## src/vram_defs.svh

```systemverilog
`ifndef VRAM_DEFS_SVH
`define VRAM_DEFS_SVH

// byte address into the 512K x 8 view of the SRAM
`define VRAM_ADDR_W 19
// word address of the 256K x 16 part
`define SRAM_ADDR_W 18
`define COORD_W 10
`define PIXEL_W 8

// horizontal timing in pixels
`define H_DISPLAY 640
`define H_FRONT 16
`define H_SYNC 96
`define H_BACK 48
// vertical timing in lines
`define V_DISPLAY 480
`define V_FRONT 10
`define V_SYNC 2
`define V_BACK 33
`endif

```

## src/vram_pkg.sv

```systemverilog
`include "vram_defs.svh"

package vram_pkg;

	// cpu and video byte address
	typedef logic [`VRAM_ADDR_W-1:0] byte_addr_t;
	// pixel column or row
	typedef logic [`COORD_W-1:0] coord_t;
	// one byte of video memory, shown as 3-3-2 rgb
	typedef logic [`PIXEL_W-1:0] pixel_t;

	// sram arbiter states
	// waitr and rd are the two read paths, waitw and wr the write path
	typedef enum logic [2:0] {idle, waitr, rd, fetch, waitw, wr} vram_state_t;

endpackage
```

## src/vga_sync_if.sv

```systemverilog
`timescale 1ns/1ps

interface vga_sync_if;

	// current scan position
	vram_pkg::coord_t pixel_x;
	vram_pkg::coord_t pixel_y;

	// pixel clock enable
	// high on every second clock
	logic p_tick;

	// sync levels, active low
	logic hsync;
	logic vsync;
	// inside the 640x480 area
	logic video_on;

	modport source (output pixel_x, pixel_y, p_tick, hsync, vsync, video_on);
	// refresh address generation
	modport vram (input pixel_x, pixel_y, p_tick);
	// output alignment stage
	modport display (input p_tick, hsync, vsync, video_on);

endinterface

```

## src/pixel_out.sv

```systemverilog
`timescale 1ns/1ps

module pixel_out
(
	input  logic clk,
	input  logic reset,
	vga_sync_if.display sync,
	input  vram_pkg::pixel_t vga_rd_data,
	output logic hsync,
	output logic vsync,
	output logic video_on,
	output vram_pkg::pixel_t rgb
);

	logic hsync_reg;
	logic vsync_reg;
	logic video_on_reg;

	// delay sync by one pixel
	// matches the fetch latency of the refresh byte
	always_ff @(posedge clk, posedge reset)
	begin
		if (reset)
		begin
			hsync_reg <= 1'b1;
			vsync_reg <= 1'b1;
			video_on_reg <= 1'b0;
		end
		else if (sync.p_tick)
		begin
			hsync_reg <= sync.hsync;
			vsync_reg <= sync.vsync;
			video_on_reg <= sync.video_on;
		end
	end

	assign hsync = hsync_reg;
	assign vsync = vsync_reg;
	assign video_on = video_on_reg;
	// blank outside the visible area
	assign rgb = video_on_reg ? vga_rd_data : '0;

endmodule

```

## src/vga_sync.sv

```systemverilog
`timescale 1ns/1ps
`include "vram_defs.svh"

module vga_sync
(
	input  logic clk,
	input  logic reset,
	vga_sync_if.source sync
);

	// line and frame lengths
	localparam int H_TOTAL = `H_DISPLAY + `H_FRONT + `H_SYNC + `H_BACK;
	localparam int V_TOTAL = `V_DISPLAY + `V_FRONT + `V_SYNC + `V_BACK;
	// first and last position of each sync pulse
	localparam int H_SYNC_START = `H_DISPLAY + `H_FRONT;
	localparam int H_SYNC_END = H_SYNC_START + `H_SYNC - 1;
	localparam int V_SYNC_START = `V_DISPLAY + `V_FRONT;
	localparam int V_SYNC_END = V_SYNC_START + `V_SYNC - 1;

	logic tick_reg;
	vram_pkg::coord_t h_count;
	vram_pkg::coord_t v_count;
	logic h_end;
	logic v_end;

	// ====================================================================
	// pixel tick and scan counters
	// ====================================================================

	// mod-2 divider, first tick in the second clock after reset
	always_ff @(posedge clk, posedge reset)
	begin
		if (reset)
			tick_reg <= 1'b0;
		else
			tick_reg <= ~tick_reg;
	end

	assign h_end = (h_count == H_TOTAL - 1);
	assign v_end = (v_count == V_TOTAL - 1);

	// counters only move on the tick
	always_ff @(posedge clk, posedge reset)
	begin
		if (reset)
		begin
			h_count <= '0;
			v_count <= '0;
		end
		else if (tick_reg)
		begin
			h_count <= h_end ? '0 : h_count + 1'b1;
			// next line at the end of each row
			if (h_end)
				v_count <= v_end ? '0 : v_count + 1'b1;
		end
	end

	// ====================================================================
	// sync decode
	// ====================================================================
	assign sync.p_tick = tick_reg;
	assign sync.pixel_x = h_count;
	assign sync.pixel_y = v_count;
	// hsync low for columns 656..751
	assign sync.hsync = ~((h_count >= H_SYNC_START) && (h_count <= H_SYNC_END));
	// vsync low for rows 490..491
	assign sync.vsync = ~((v_count >= V_SYNC_START) && (v_count <= V_SYNC_END));
	assign sync.video_on = (h_count < `H_DISPLAY) && (v_count < `V_DISPLAY);

	// the divider must never hold the tick for two clocks
	a_tick_alternates: assert property (@(posedge clk) disable iff (reset)
		tick_reg |=> !tick_reg)
		else $error("pixel tick high on consecutive clocks");

endmodule

```

## src/vga_vram_top.sv

```systemverilog
`timescale 1ns/1ps
`include "vram_defs.svh"

module vga_vram_top
(
	input  logic clk,
	input  logic reset,

	// cpu byte port
	input  logic cpu_mem_wr,
	input  logic cpu_mem_rd,
	input  vram_pkg::byte_addr_t cpu_addr,
	input  vram_pkg::pixel_t cpu_wr_data,
	output vram_pkg::pixel_t cpu_rd_data,

	// external sram
	output logic [`SRAM_ADDR_W-1:0] sram_addr,
	output logic [15:0] sram_dq_out,
	output logic sram_dq_oe,
	input  logic [15:0] sram_dq_in,
	output logic sram_ce_n,
	output logic sram_oe_n,
	output logic sram_we_n,
	output logic sram_lb_n,
	output logic sram_ub_n,

	// video out
	output logic hsync,
	output logic vsync,
	output logic video_on,
	output logic pixel_tick,
	output vram_pkg::pixel_t rgb
);

	vga_sync_if sync_bus ();
	vram_pkg::pixel_t vga_rd_data;

	// ====================================================================
	// timing, memory arbiter and output stage
	// ====================================================================
	vga_sync u_sync (
		.clk (clk),
		.reset (reset),
		.sync (sync_bus.source)
	);

	vram_ctrl u_ctrl (
		.clk (clk),
		.reset (reset),
		.sync (sync_bus.vram),
		.cpu_mem_wr (cpu_mem_wr),
		.cpu_mem_rd (cpu_mem_rd),
		.cpu_addr (cpu_addr),
		.cpu_wr_data (cpu_wr_data),
		.cpu_rd_data (cpu_rd_data),
		.vga_rd_data (vga_rd_data),
		.sram_addr (sram_addr),
		.sram_dq_out (sram_dq_out),
		.sram_dq_oe (sram_dq_oe),
		.sram_dq_in (sram_dq_in),
		.sram_ce_n (sram_ce_n),
		.sram_oe_n (sram_oe_n),
		.sram_we_n (sram_we_n),
		.sram_lb_n (sram_lb_n),
		.sram_ub_n (sram_ub_n)
	);

	pixel_out u_pixel (
		.clk (clk),
		.reset (reset),
		.sync (sync_bus.display),
		.vga_rd_data (vga_rd_data),
		.hsync (hsync),
		.vsync (vsync),
		.video_on (video_on),
		.rgb (rgb)
	);

	// clock enable for an external dac
	assign pixel_tick = sync_bus.p_tick;

endmodule

```

## src/vram_ctrl.sv

```systemverilog
`timescale 1ns/1ps
`include "vram_defs.svh"

module vram_ctrl
(
	input  logic clk,
	input  logic reset,
	vga_sync_if.vram sync,

	// cpu byte port, one-cycle strobes
	input  logic cpu_mem_wr,
	input  logic cpu_mem_rd,
	input  vram_pkg::byte_addr_t cpu_addr,
	input  vram_pkg::pixel_t cpu_wr_data,
	output vram_pkg::pixel_t cpu_rd_data,

	// refresh byte for the display
	output vram_pkg::pixel_t vga_rd_data,

	// sram, data bus split into out, enable and in
	output logic [`SRAM_ADDR_W-1:0] sram_addr,
	output logic [15:0] sram_dq_out,
	output logic sram_dq_oe,
	input  logic [15:0] sram_dq_in,
	output logic sram_ce_n,
	output logic sram_oe_n,
	output logic sram_we_n,
	output logic sram_lb_n,
	output logic sram_ub_n
);

	vram_pkg::vram_state_t state_reg;
	vram_pkg::vram_state_t state_next;
	vram_pkg::byte_addr_t cpu_addr_reg;
	vram_pkg::byte_addr_t y_offset;
	vram_pkg::byte_addr_t vga_addr;
	vram_pkg::byte_addr_t mem_addr;
	vram_pkg::pixel_t wr_data_reg;
	vram_pkg::pixel_t cpu_rd_data_reg;
	vram_pkg::pixel_t cpu_rd_data_next;
	vram_pkg::pixel_t vga_rd_data_reg;
	vram_pkg::pixel_t byte_from_sram;
	logic we_n_reg;
	logic cpu_latch;

	// ====================================================================
	// video refresh read
	// ====================================================================

	// 640*y + x as 512*y + 128*y + x
	assign y_offset = {sync.pixel_y, 9'b0} + {2'b00, sync.pixel_y, 7'b0};
	assign vga_addr = y_offset + {9'b0, sync.pixel_x};

	// byte taken at the end of the tick clock
	always_ff @(posedge clk)
	begin
		if (sync.p_tick)
			vga_rd_data_reg <= byte_from_sram;
	end

	assign vga_rd_data = vga_rd_data_reg;

	// ====================================================================
	// cpu access FSM
	// ====================================================================

	// write request captured on its strobe
	assign cpu_latch = (state_reg == vram_pkg::idle) && cpu_mem_wr;

	always_ff @(posedge clk)
	begin
		if (cpu_latch)
		begin
			cpu_addr_reg <= cpu_addr;
			wr_data_reg <= cpu_wr_data;
		end
	end

	always_ff @(posedge clk, posedge reset)
	begin
		if (reset)
		begin
			state_reg <= vram_pkg::idle;
			cpu_rd_data_reg <= '0;
			we_n_reg <= 1'b1;
		end
		else
		begin
			state_reg <= state_next;
			cpu_rd_data_reg <= cpu_rd_data_next;
			// write pulse lasts exactly the wr state
			we_n_reg <= (state_next != vram_pkg::wr);
		end
	end

	always_comb
	begin
		state_next = state_reg;
		cpu_rd_data_next = cpu_rd_data_reg;
		case (state_reg)
			vram_pkg::idle:
				if (cpu_mem_wr)
					// skip the wait when the next clock is free
					state_next = sync.p_tick ? vram_pkg::wr : vram_pkg::waitw;
				else if (cpu_mem_rd)
				begin
					if (sync.p_tick)
						state_next = vram_pkg::rd;
					else
					begin
						// free clock, capture straight away
						cpu_rd_data_next = byte_from_sram;
						state_next = vram_pkg::waitr;
					end
				end
			vram_pkg::rd:
			begin
				cpu_rd_data_next = byte_from_sram;
				state_next = vram_pkg::fetch;
			end
			vram_pkg::waitr:
				state_next = vram_pkg::fetch;
			vram_pkg::fetch:
				state_next = vram_pkg::idle;
			vram_pkg::waitw:
				state_next = vram_pkg::wr;
			vram_pkg::wr:
				state_next = vram_pkg::idle;
			default:
				state_next = vram_pkg::idle;
		endcase
	end

	assign cpu_rd_data = cpu_rd_data_reg;

	// ====================================================================
	// sram pins
	// ====================================================================

	// video first, then latched write address, else live cpu address
	assign mem_addr = sync.p_tick ? vga_addr :
		(!we_n_reg) ? cpu_addr_reg : cpu_addr;

	assign sram_addr = mem_addr[`VRAM_ADDR_W-1:1];
	// bit 0 picks the lane
	assign sram_lb_n = mem_addr[0];
	assign sram_ub_n = ~mem_addr[0];
	assign sram_ce_n = 1'b0;
	// outputs off while writing
	assign sram_oe_n = ~we_n_reg;
	assign sram_we_n = we_n_reg;
	// same byte on both lanes, the lane enable decides
	assign sram_dq_out = {wr_data_reg, wr_data_reg};
	assign sram_dq_oe = ~we_n_reg;
	assign byte_from_sram = mem_addr[0] ? sram_dq_in[15:8] : sram_dq_in[7:0];

	// cpu write must never steal a video fetch
	a_no_write_on_tick: assert property (@(posedge clk) disable iff (reset)
		sync.p_tick |-> sram_we_n)
		else $error("sram write overlaps a video fetch");

	// port contract
	a_single_strobe: assert property (@(posedge clk) disable iff (reset)
		!(cpu_mem_wr && cpu_mem_rd))
		else $error("cpu read and write strobes together");

endmodule

```

## config.mk

```make
export PLATFORM = sky130hd
export DESIGN_NAME = vga_vram_top
export DESIGN_NICKNAME = d
export VERILOG_FILES = /design/src/vram_pkg.sv /design/src/vga_sync_if.sv /design/src/pixel_out.sv /design/src/vga_sync.sv /design/src/vga_vram_top.sv /design/src/vram_ctrl.sv
export VERILOG_INCLUDE_DIRS = /design/src
export SDC_FILE = /design/constraint.sdc
export NUM_CORES = 1
export LEC_CHECK = 0
export BUFFER_PORTS_ARGS = -buffer_cell sky130_fd_sc_hd__buf_2
export CAP_MARGIN = 20
export CORE_ASPECT_RATIO = 0.5
export CORE_MARGIN = 3
export CORE_UTILIZATION = 33
export DETAILED_ROUTE_END_ITERATION = 10
export GPL_ROUTABILITY_DRIVEN = 0
export MAX_ROUTING_LAYER = met4
export SYNTH_ARGS = -nofsm -noshare
export SYNTH_HDL_FRONTEND = slang
export SYNTH_SLANG_ARGS = --single-unit
```

## constraint.sdc

```tcl
create_clock -name clk -period 4 [get_ports clk]
set_clock_uncertainty 0.2 [all_clocks]
set_input_delay 0 -clock clk [delete_from_list [all_inputs] [get_ports clk]]
set_output_delay 0 -clock clk [all_outputs]
set_load 0.01 [all_outputs]
```

[Word level (Yosys, flattened, before mapping)]
Cells that the tools add are included.
Cells by class
  reductions and logical operators: 9
  order comparisons: 6
  bitwise logic cells: 5
  muxes and demuxes: 15
  $add $sub $neg: 4
  eq/ne operators: 9
Operators with widths (count)
  two-way mux 8 bit: 5
  two-way mux 19 bit: 2
  adder 10 x 1 -> 10 bit (second input constant): 2
  == test 10 bit (second input constant): 2
  two-way mux 10 bit: 2
  adder 19 x 10 -> 19 bit: 1
  adder 19 x 17 -> 19 bit: 1
  case mux 8 bit (2 select lines): 1
  >= comparator 10 bit (second input constant): 1
  >= comparator 10 x 9 -> 1 bit (second input constant): 1
  less-or-equal comparator 10 bit (second input constant): 1
  less-or-equal comparator 10 x 9 -> 1 bit (second input constant): 1
  less-than comparator 10 bit (second input constant): 1
  less-than comparator 10 x 9 -> 1 bit (second input constant): 1
  case mux 3 bit (3 select lines): 1
  two-way mux 3 bit: 2
  != test 2 bit (second input constant): 3
  inverter 1 bit: 5
  logical AND 1 bit: 4
  AND reduction 4 bit: 1
  == test 3 x 1 -> 1 bit (second input constant): 1
  == test 3 x 2 -> 1 bit (second input constant): 1
  == test 3 bit (second input constant): 1
  logical NOT 3 bit: 1
  6 further kinds: 6
Word-level totals
  word-level logic and storage cells: 60
  register bits after elaboration: 71

[Depth between registers and ports, before layout]
  word-level depth: 8
  mapped depth: 8
  gate-level depth less buffers: 8

[Modules after synthesis]
A second synthesis with hierarchy kept.
Second synthesis, totals
  cell total of the unflattened synthesis: 369
  area, all modules: 4111.4 µm²
By module, submodules not included
  vram_ctrl: instances 1, cells an instance 237, area each 2771.4 µm²
  vga_sync: instances 1, cells an instance 117, area each 1174.9 µm²
  pixel_out: instances 1, cells an instance 15, area each 165.2 µm²

[Worst setup path before layout]
Ideal clock, no wire load.
  path kind: register to register
  from: register u_ctrl.state_reg[1]
  to: register u_ctrl.cpu_addr_reg[0] (enable)
  cell stages (with the launch flop): 3
  path slack: 0.108 ns
  arrival time: 3.213 ns
  clock period less this slack: 3.892 ns
  buffers on the path: 1
  cells stage by stage: dfrtp_1 -> clkbuf_1 -> nor4_1
Between the ends
  word-level cells in the longest chain between the ends: 2
RTL lines
  from (decl): line vram_ctrl.sv:32  | vram_pkg::vram_state_t state_reg;
  from (signal assigned): line vram_ctrl.sv:83  | state_reg <= vram_pkg::idle;
  from (signal assigned): line vram_ctrl.sv:89  | state_reg <= state_next;
  logical NOT 3 bit: line vram_ctrl.sv:68  | assign cpu_latch = (state_reg == vram_pkg::idle) && cpu_mem_wr;
  logical AND 1 bit: line vram_ctrl.sv:68
  via u_ctrl.cpu_latch: line vram_ctrl.sv:44  | logic cpu_latch;
  to (signal assigned): line vram_ctrl.sv:74  | cpu_addr_reg <= cpu_addr;
  to (decl): line vram_ctrl.sv:34  | vram_pkg::byte_addr_t cpu_addr_reg;
The timed path passes the listed nets, and every way through them passes these cells.
A chain may end at the register's enable or synchronous reset.

[Worst setup path in the final report]
  from: register u_sync.v_count[0], in the netlist u_sync.sync.pixel_y[0]
  to: output sram_addr[17]
Between the ends
  word-level cells in the longest chain between the ends: 3
RTL lines
  from (decl): line vga_sync.sv:22  | vram_pkg::coord_t v_count;
  from (signal assigned): line vga_sync.sv:55  | v_count <= v_end ? '0 : v_count + 1'b1;
  adder 19 x 17 -> 19 bit: line vram_ctrl.sv:51  | assign y_offset = {sync.pixel_y, 9'b0} + {2'b00, sync.pixel_y, 7'b0};
  adder 19 x 10 -> 19 bit: line vram_ctrl.sv:52  | assign vga_addr = y_offset + {9'b0, sync.pixel_x};
  two-way mux 19 bit: line vram_ctrl.sv:141  | assign mem_addr = sync.p_tick ? vga_addr :
  to (decl): line vga_vram_top.sv:17  | output logic [`SRAM_ADDR_W-1:0] sram_addr,
Every way passes these cells.

==> results.md <==
- TritonCTS clock tree: built
- Number of iterations in the first detailed-routing pass: 4
- Cts repair resizes: 0
- Met1 Resource Use GR: 18.5%
- Min Hold Slack: 125 ps
- Post-synthesis cell count: 375
- Initial core utilization: 35.4%
- Die Height: 84.6 um
- Clk_lat worst skew: 340 ps
- Top_reg_cell synth: edfxtp_1
- Setup TNS: 0 ps
- M3 GR Usage: 3.65%
- TritonCTS buffer count: 9
- Via count: 3267
- Hold Path Class: in2async
- All-layer global routing usage: 14.5%
- Seq pwr share: 43.7%
- RSZ-0062 raised after global routing: no
- Yosys warns: 0
- Worst VDD drop: 222 uV
- Setup bufs post-CTS: 0
- Part of the power in the clock network: 38.7%
- Initial antenna violation count: 0
- Post-synthesis sequential area ratio: 48.0%
- Final hold viol count: 0
- CP startpoint kind: flip-flop
- Die Wd: 163 um
- Slew headroom: 45.9%
- Final setup viols: 0
- Post-synth net total: 447
- Antenna Cells: 0
- Largest net degree at the start of global routing: 38
- Row Count: 27
- Die area: 13800 um2
- Post-synth EDFFs: 35
- Internal power: 1600 uW
- Post-synth ARST share: 50.7%
- Post-DP HPWL: 6810 um
- Final period demand of the worst path: 3560 ps
- Combinational share of power: 17.6%
- CP endpoint kind: output port
- IO buf count: 105
- Sw Pwr: 560 uW
- Final Max Tran Viols: 0
- Gr busiest metal: met2
- Ranking of synthesized cells by area: edfxtp_1 (26%), dfrtp_1 (20%), ha_1 (7.1%), mux2_2 (5.5%), mux2i_1 (3.2%)
- CTS Buffer Depth: 2
- Leading post-synthesis cells by instance count: edfxtp_1 (35), dfrtp_1 (33), nand2_1 (27)
- CTS Hold Bufs: 46
- Post-layout util: 47.2%
- Netlist Area Pre-Place: 4080 um2
- Switching power share of the total: 25.9%
- Pwr/cell area: 398 nW/um2
- Final Total Pwr: 2160 uW
- Routed len/inst: 14.3 um
- Number of remaining DRC errors: 0
- Crit-path max FO: 7
- Area leader, netlist: edfxtp_1
- Fraction of layout cells with a size suffix above 1: 30.5%
- Post-synth top area share: 25.8%
- CTS Sinks: 71
- Layout area overhead: 33.3%
- Layout Nets: 581
- Critical path arrival: 3360 ps
- CP Class: reg2out
- DRT iter0 DRCs: 159
- Fmax achieved: 281 MHz
- First-pass GRT wire length: 15500 um
- Status: finished, final reports clean
- Met2 global-route usage: 22.7%
- Routed Antenna Nets: 0
- Worst-Margin Slew: 806 ps
- LEAKAGE: 0.00246 uW
- H-tree Lvls: 3
- Worst Path Required: 3800 ps
- Root Buffer: clkbuf_16
- Final wirelength: 9600 um
- Most common cell in the netlist: edfxtp_1
- Reg clk slew, reported paths: 60 ps
- I/O pin cnt: 107
- Vias in the first global route: 3141
- Max Cap Viol: 0
- Max reg flops: 19
- Register bit total from synthesis: 71
- Via/cell ratio: 4.85
- Crit share post-route: 88.9%
- Global route overflow: 0
- Synth unique cells: 55
- Syn avg cell area: 10.9 um2
- Total core area: 11500 um2
-- final timing paths --
path	startpoint	endpoint	slack, ps	cells past startpoint
worst max-delay path	u_sync.sync.pixel_y[0]	sram_addr[17]	440	9
worst min-delay path	reset	u_sync.sync.pixel_y[9]	130	4
worst max register to register	u_sync.sync.p_tick	u_ctrl.cpu_rd_data[4]	1050	5
worst min register to register	u_pixel.hsync	u_pixel.hsync	290	2
max in group asynchronous	reset	u_sync.sync.p_tick	3120	4
min in group clk	cpu_wr_data[4]	u_ctrl.wr_data_reg[4]	170	2
-- layer usage --
layer / vias up / part of all wire, % / wire, um
li1: 1627 / - / -
met1: 1543 / 47 / 4540
met2: 88 / 46 / 4430
met3: 9 / 5.3 / 507
met4: 0 / 1.3 / 125
met5: - / 0 / 0
-- per-stage QoR --
stage                     setup WS, ps  instances  cell area, um2
after floorplan                    108        375            4080
after detailed placement           842        611            4660
final                              444        673            5430
after CTS                          456        673            5430
after global routing               246        673            5430
after global placement             866        611            4660
-- layout by cell type (no fill, tap or decap), types with 13 or more instances in the layout --
cell	instances
dlygate4sd3_1	46
o21ai_0	22
mux2_2	20
mux2i_1	13
edfxtp_1	35
a21oi_1	17
buf_2	105
nand2_1	27
inv_1	17
dfrtp_1	32
nand3_1	15
ha_1	23
-- power by group through the flow --
stage / Clock, uW / Combinational, uW / Sequential (uW)
6_report: 838 / 381 / 946
5_1_grt: 894 / 417 / 959
4_1_cts: 861 / 390 / 947
3_5_place_dp: 0 / 355 / 961
3_3_place_gp: 0 / 345 / 955
2_1_floorplan: 0 / 225 / 966
-- cell families (layout without fill, tap and decap cells) --
family / Yosys count / in the layout / share of synthesized area [%]
XOR/XNOR: 15 / 15 / 3.22
flip-flops: 71 / 71 / 48.0
other: 1 / 1 / 0.0920
buffers and inverters: 50 / 189 / 6.14
adder cells (fa/ha/maj): 25 / 25 / 8.04
multiplexers: 35 / 35 / 9.64
AND/OR/NAND/NOR: 110 / 110 / 14.5
AO/OA/AOI/OAI: 68 / 68 / 10.4
-- critical path, stage by stage, from the launching register on --
cell	delay (ps)
dfrtp_1	460
inv_1	140
fa_1	530
inv_1	70
fa_1	460
a21o_1	230
a311oi_1	570
nor4_1	150
a211oi_1	220
buf_2	190
-- layout make-up --
| class | instances | area (um2) |
|---|---|---|
| sequential | 71 | 1960 |
| multi-input combinational | 254 | 1880 |
| clock inverter | 6 | 66.3 |
| inverter | 18 | 67.6 |
| tap | 159 | 199 |
| fill | 1092 | 6090 |
| clock buffer | 10 | 250 |
| timing repair buffer | 155 | 1020 |
No activity file was read; power rests on OpenSTA's default activity.
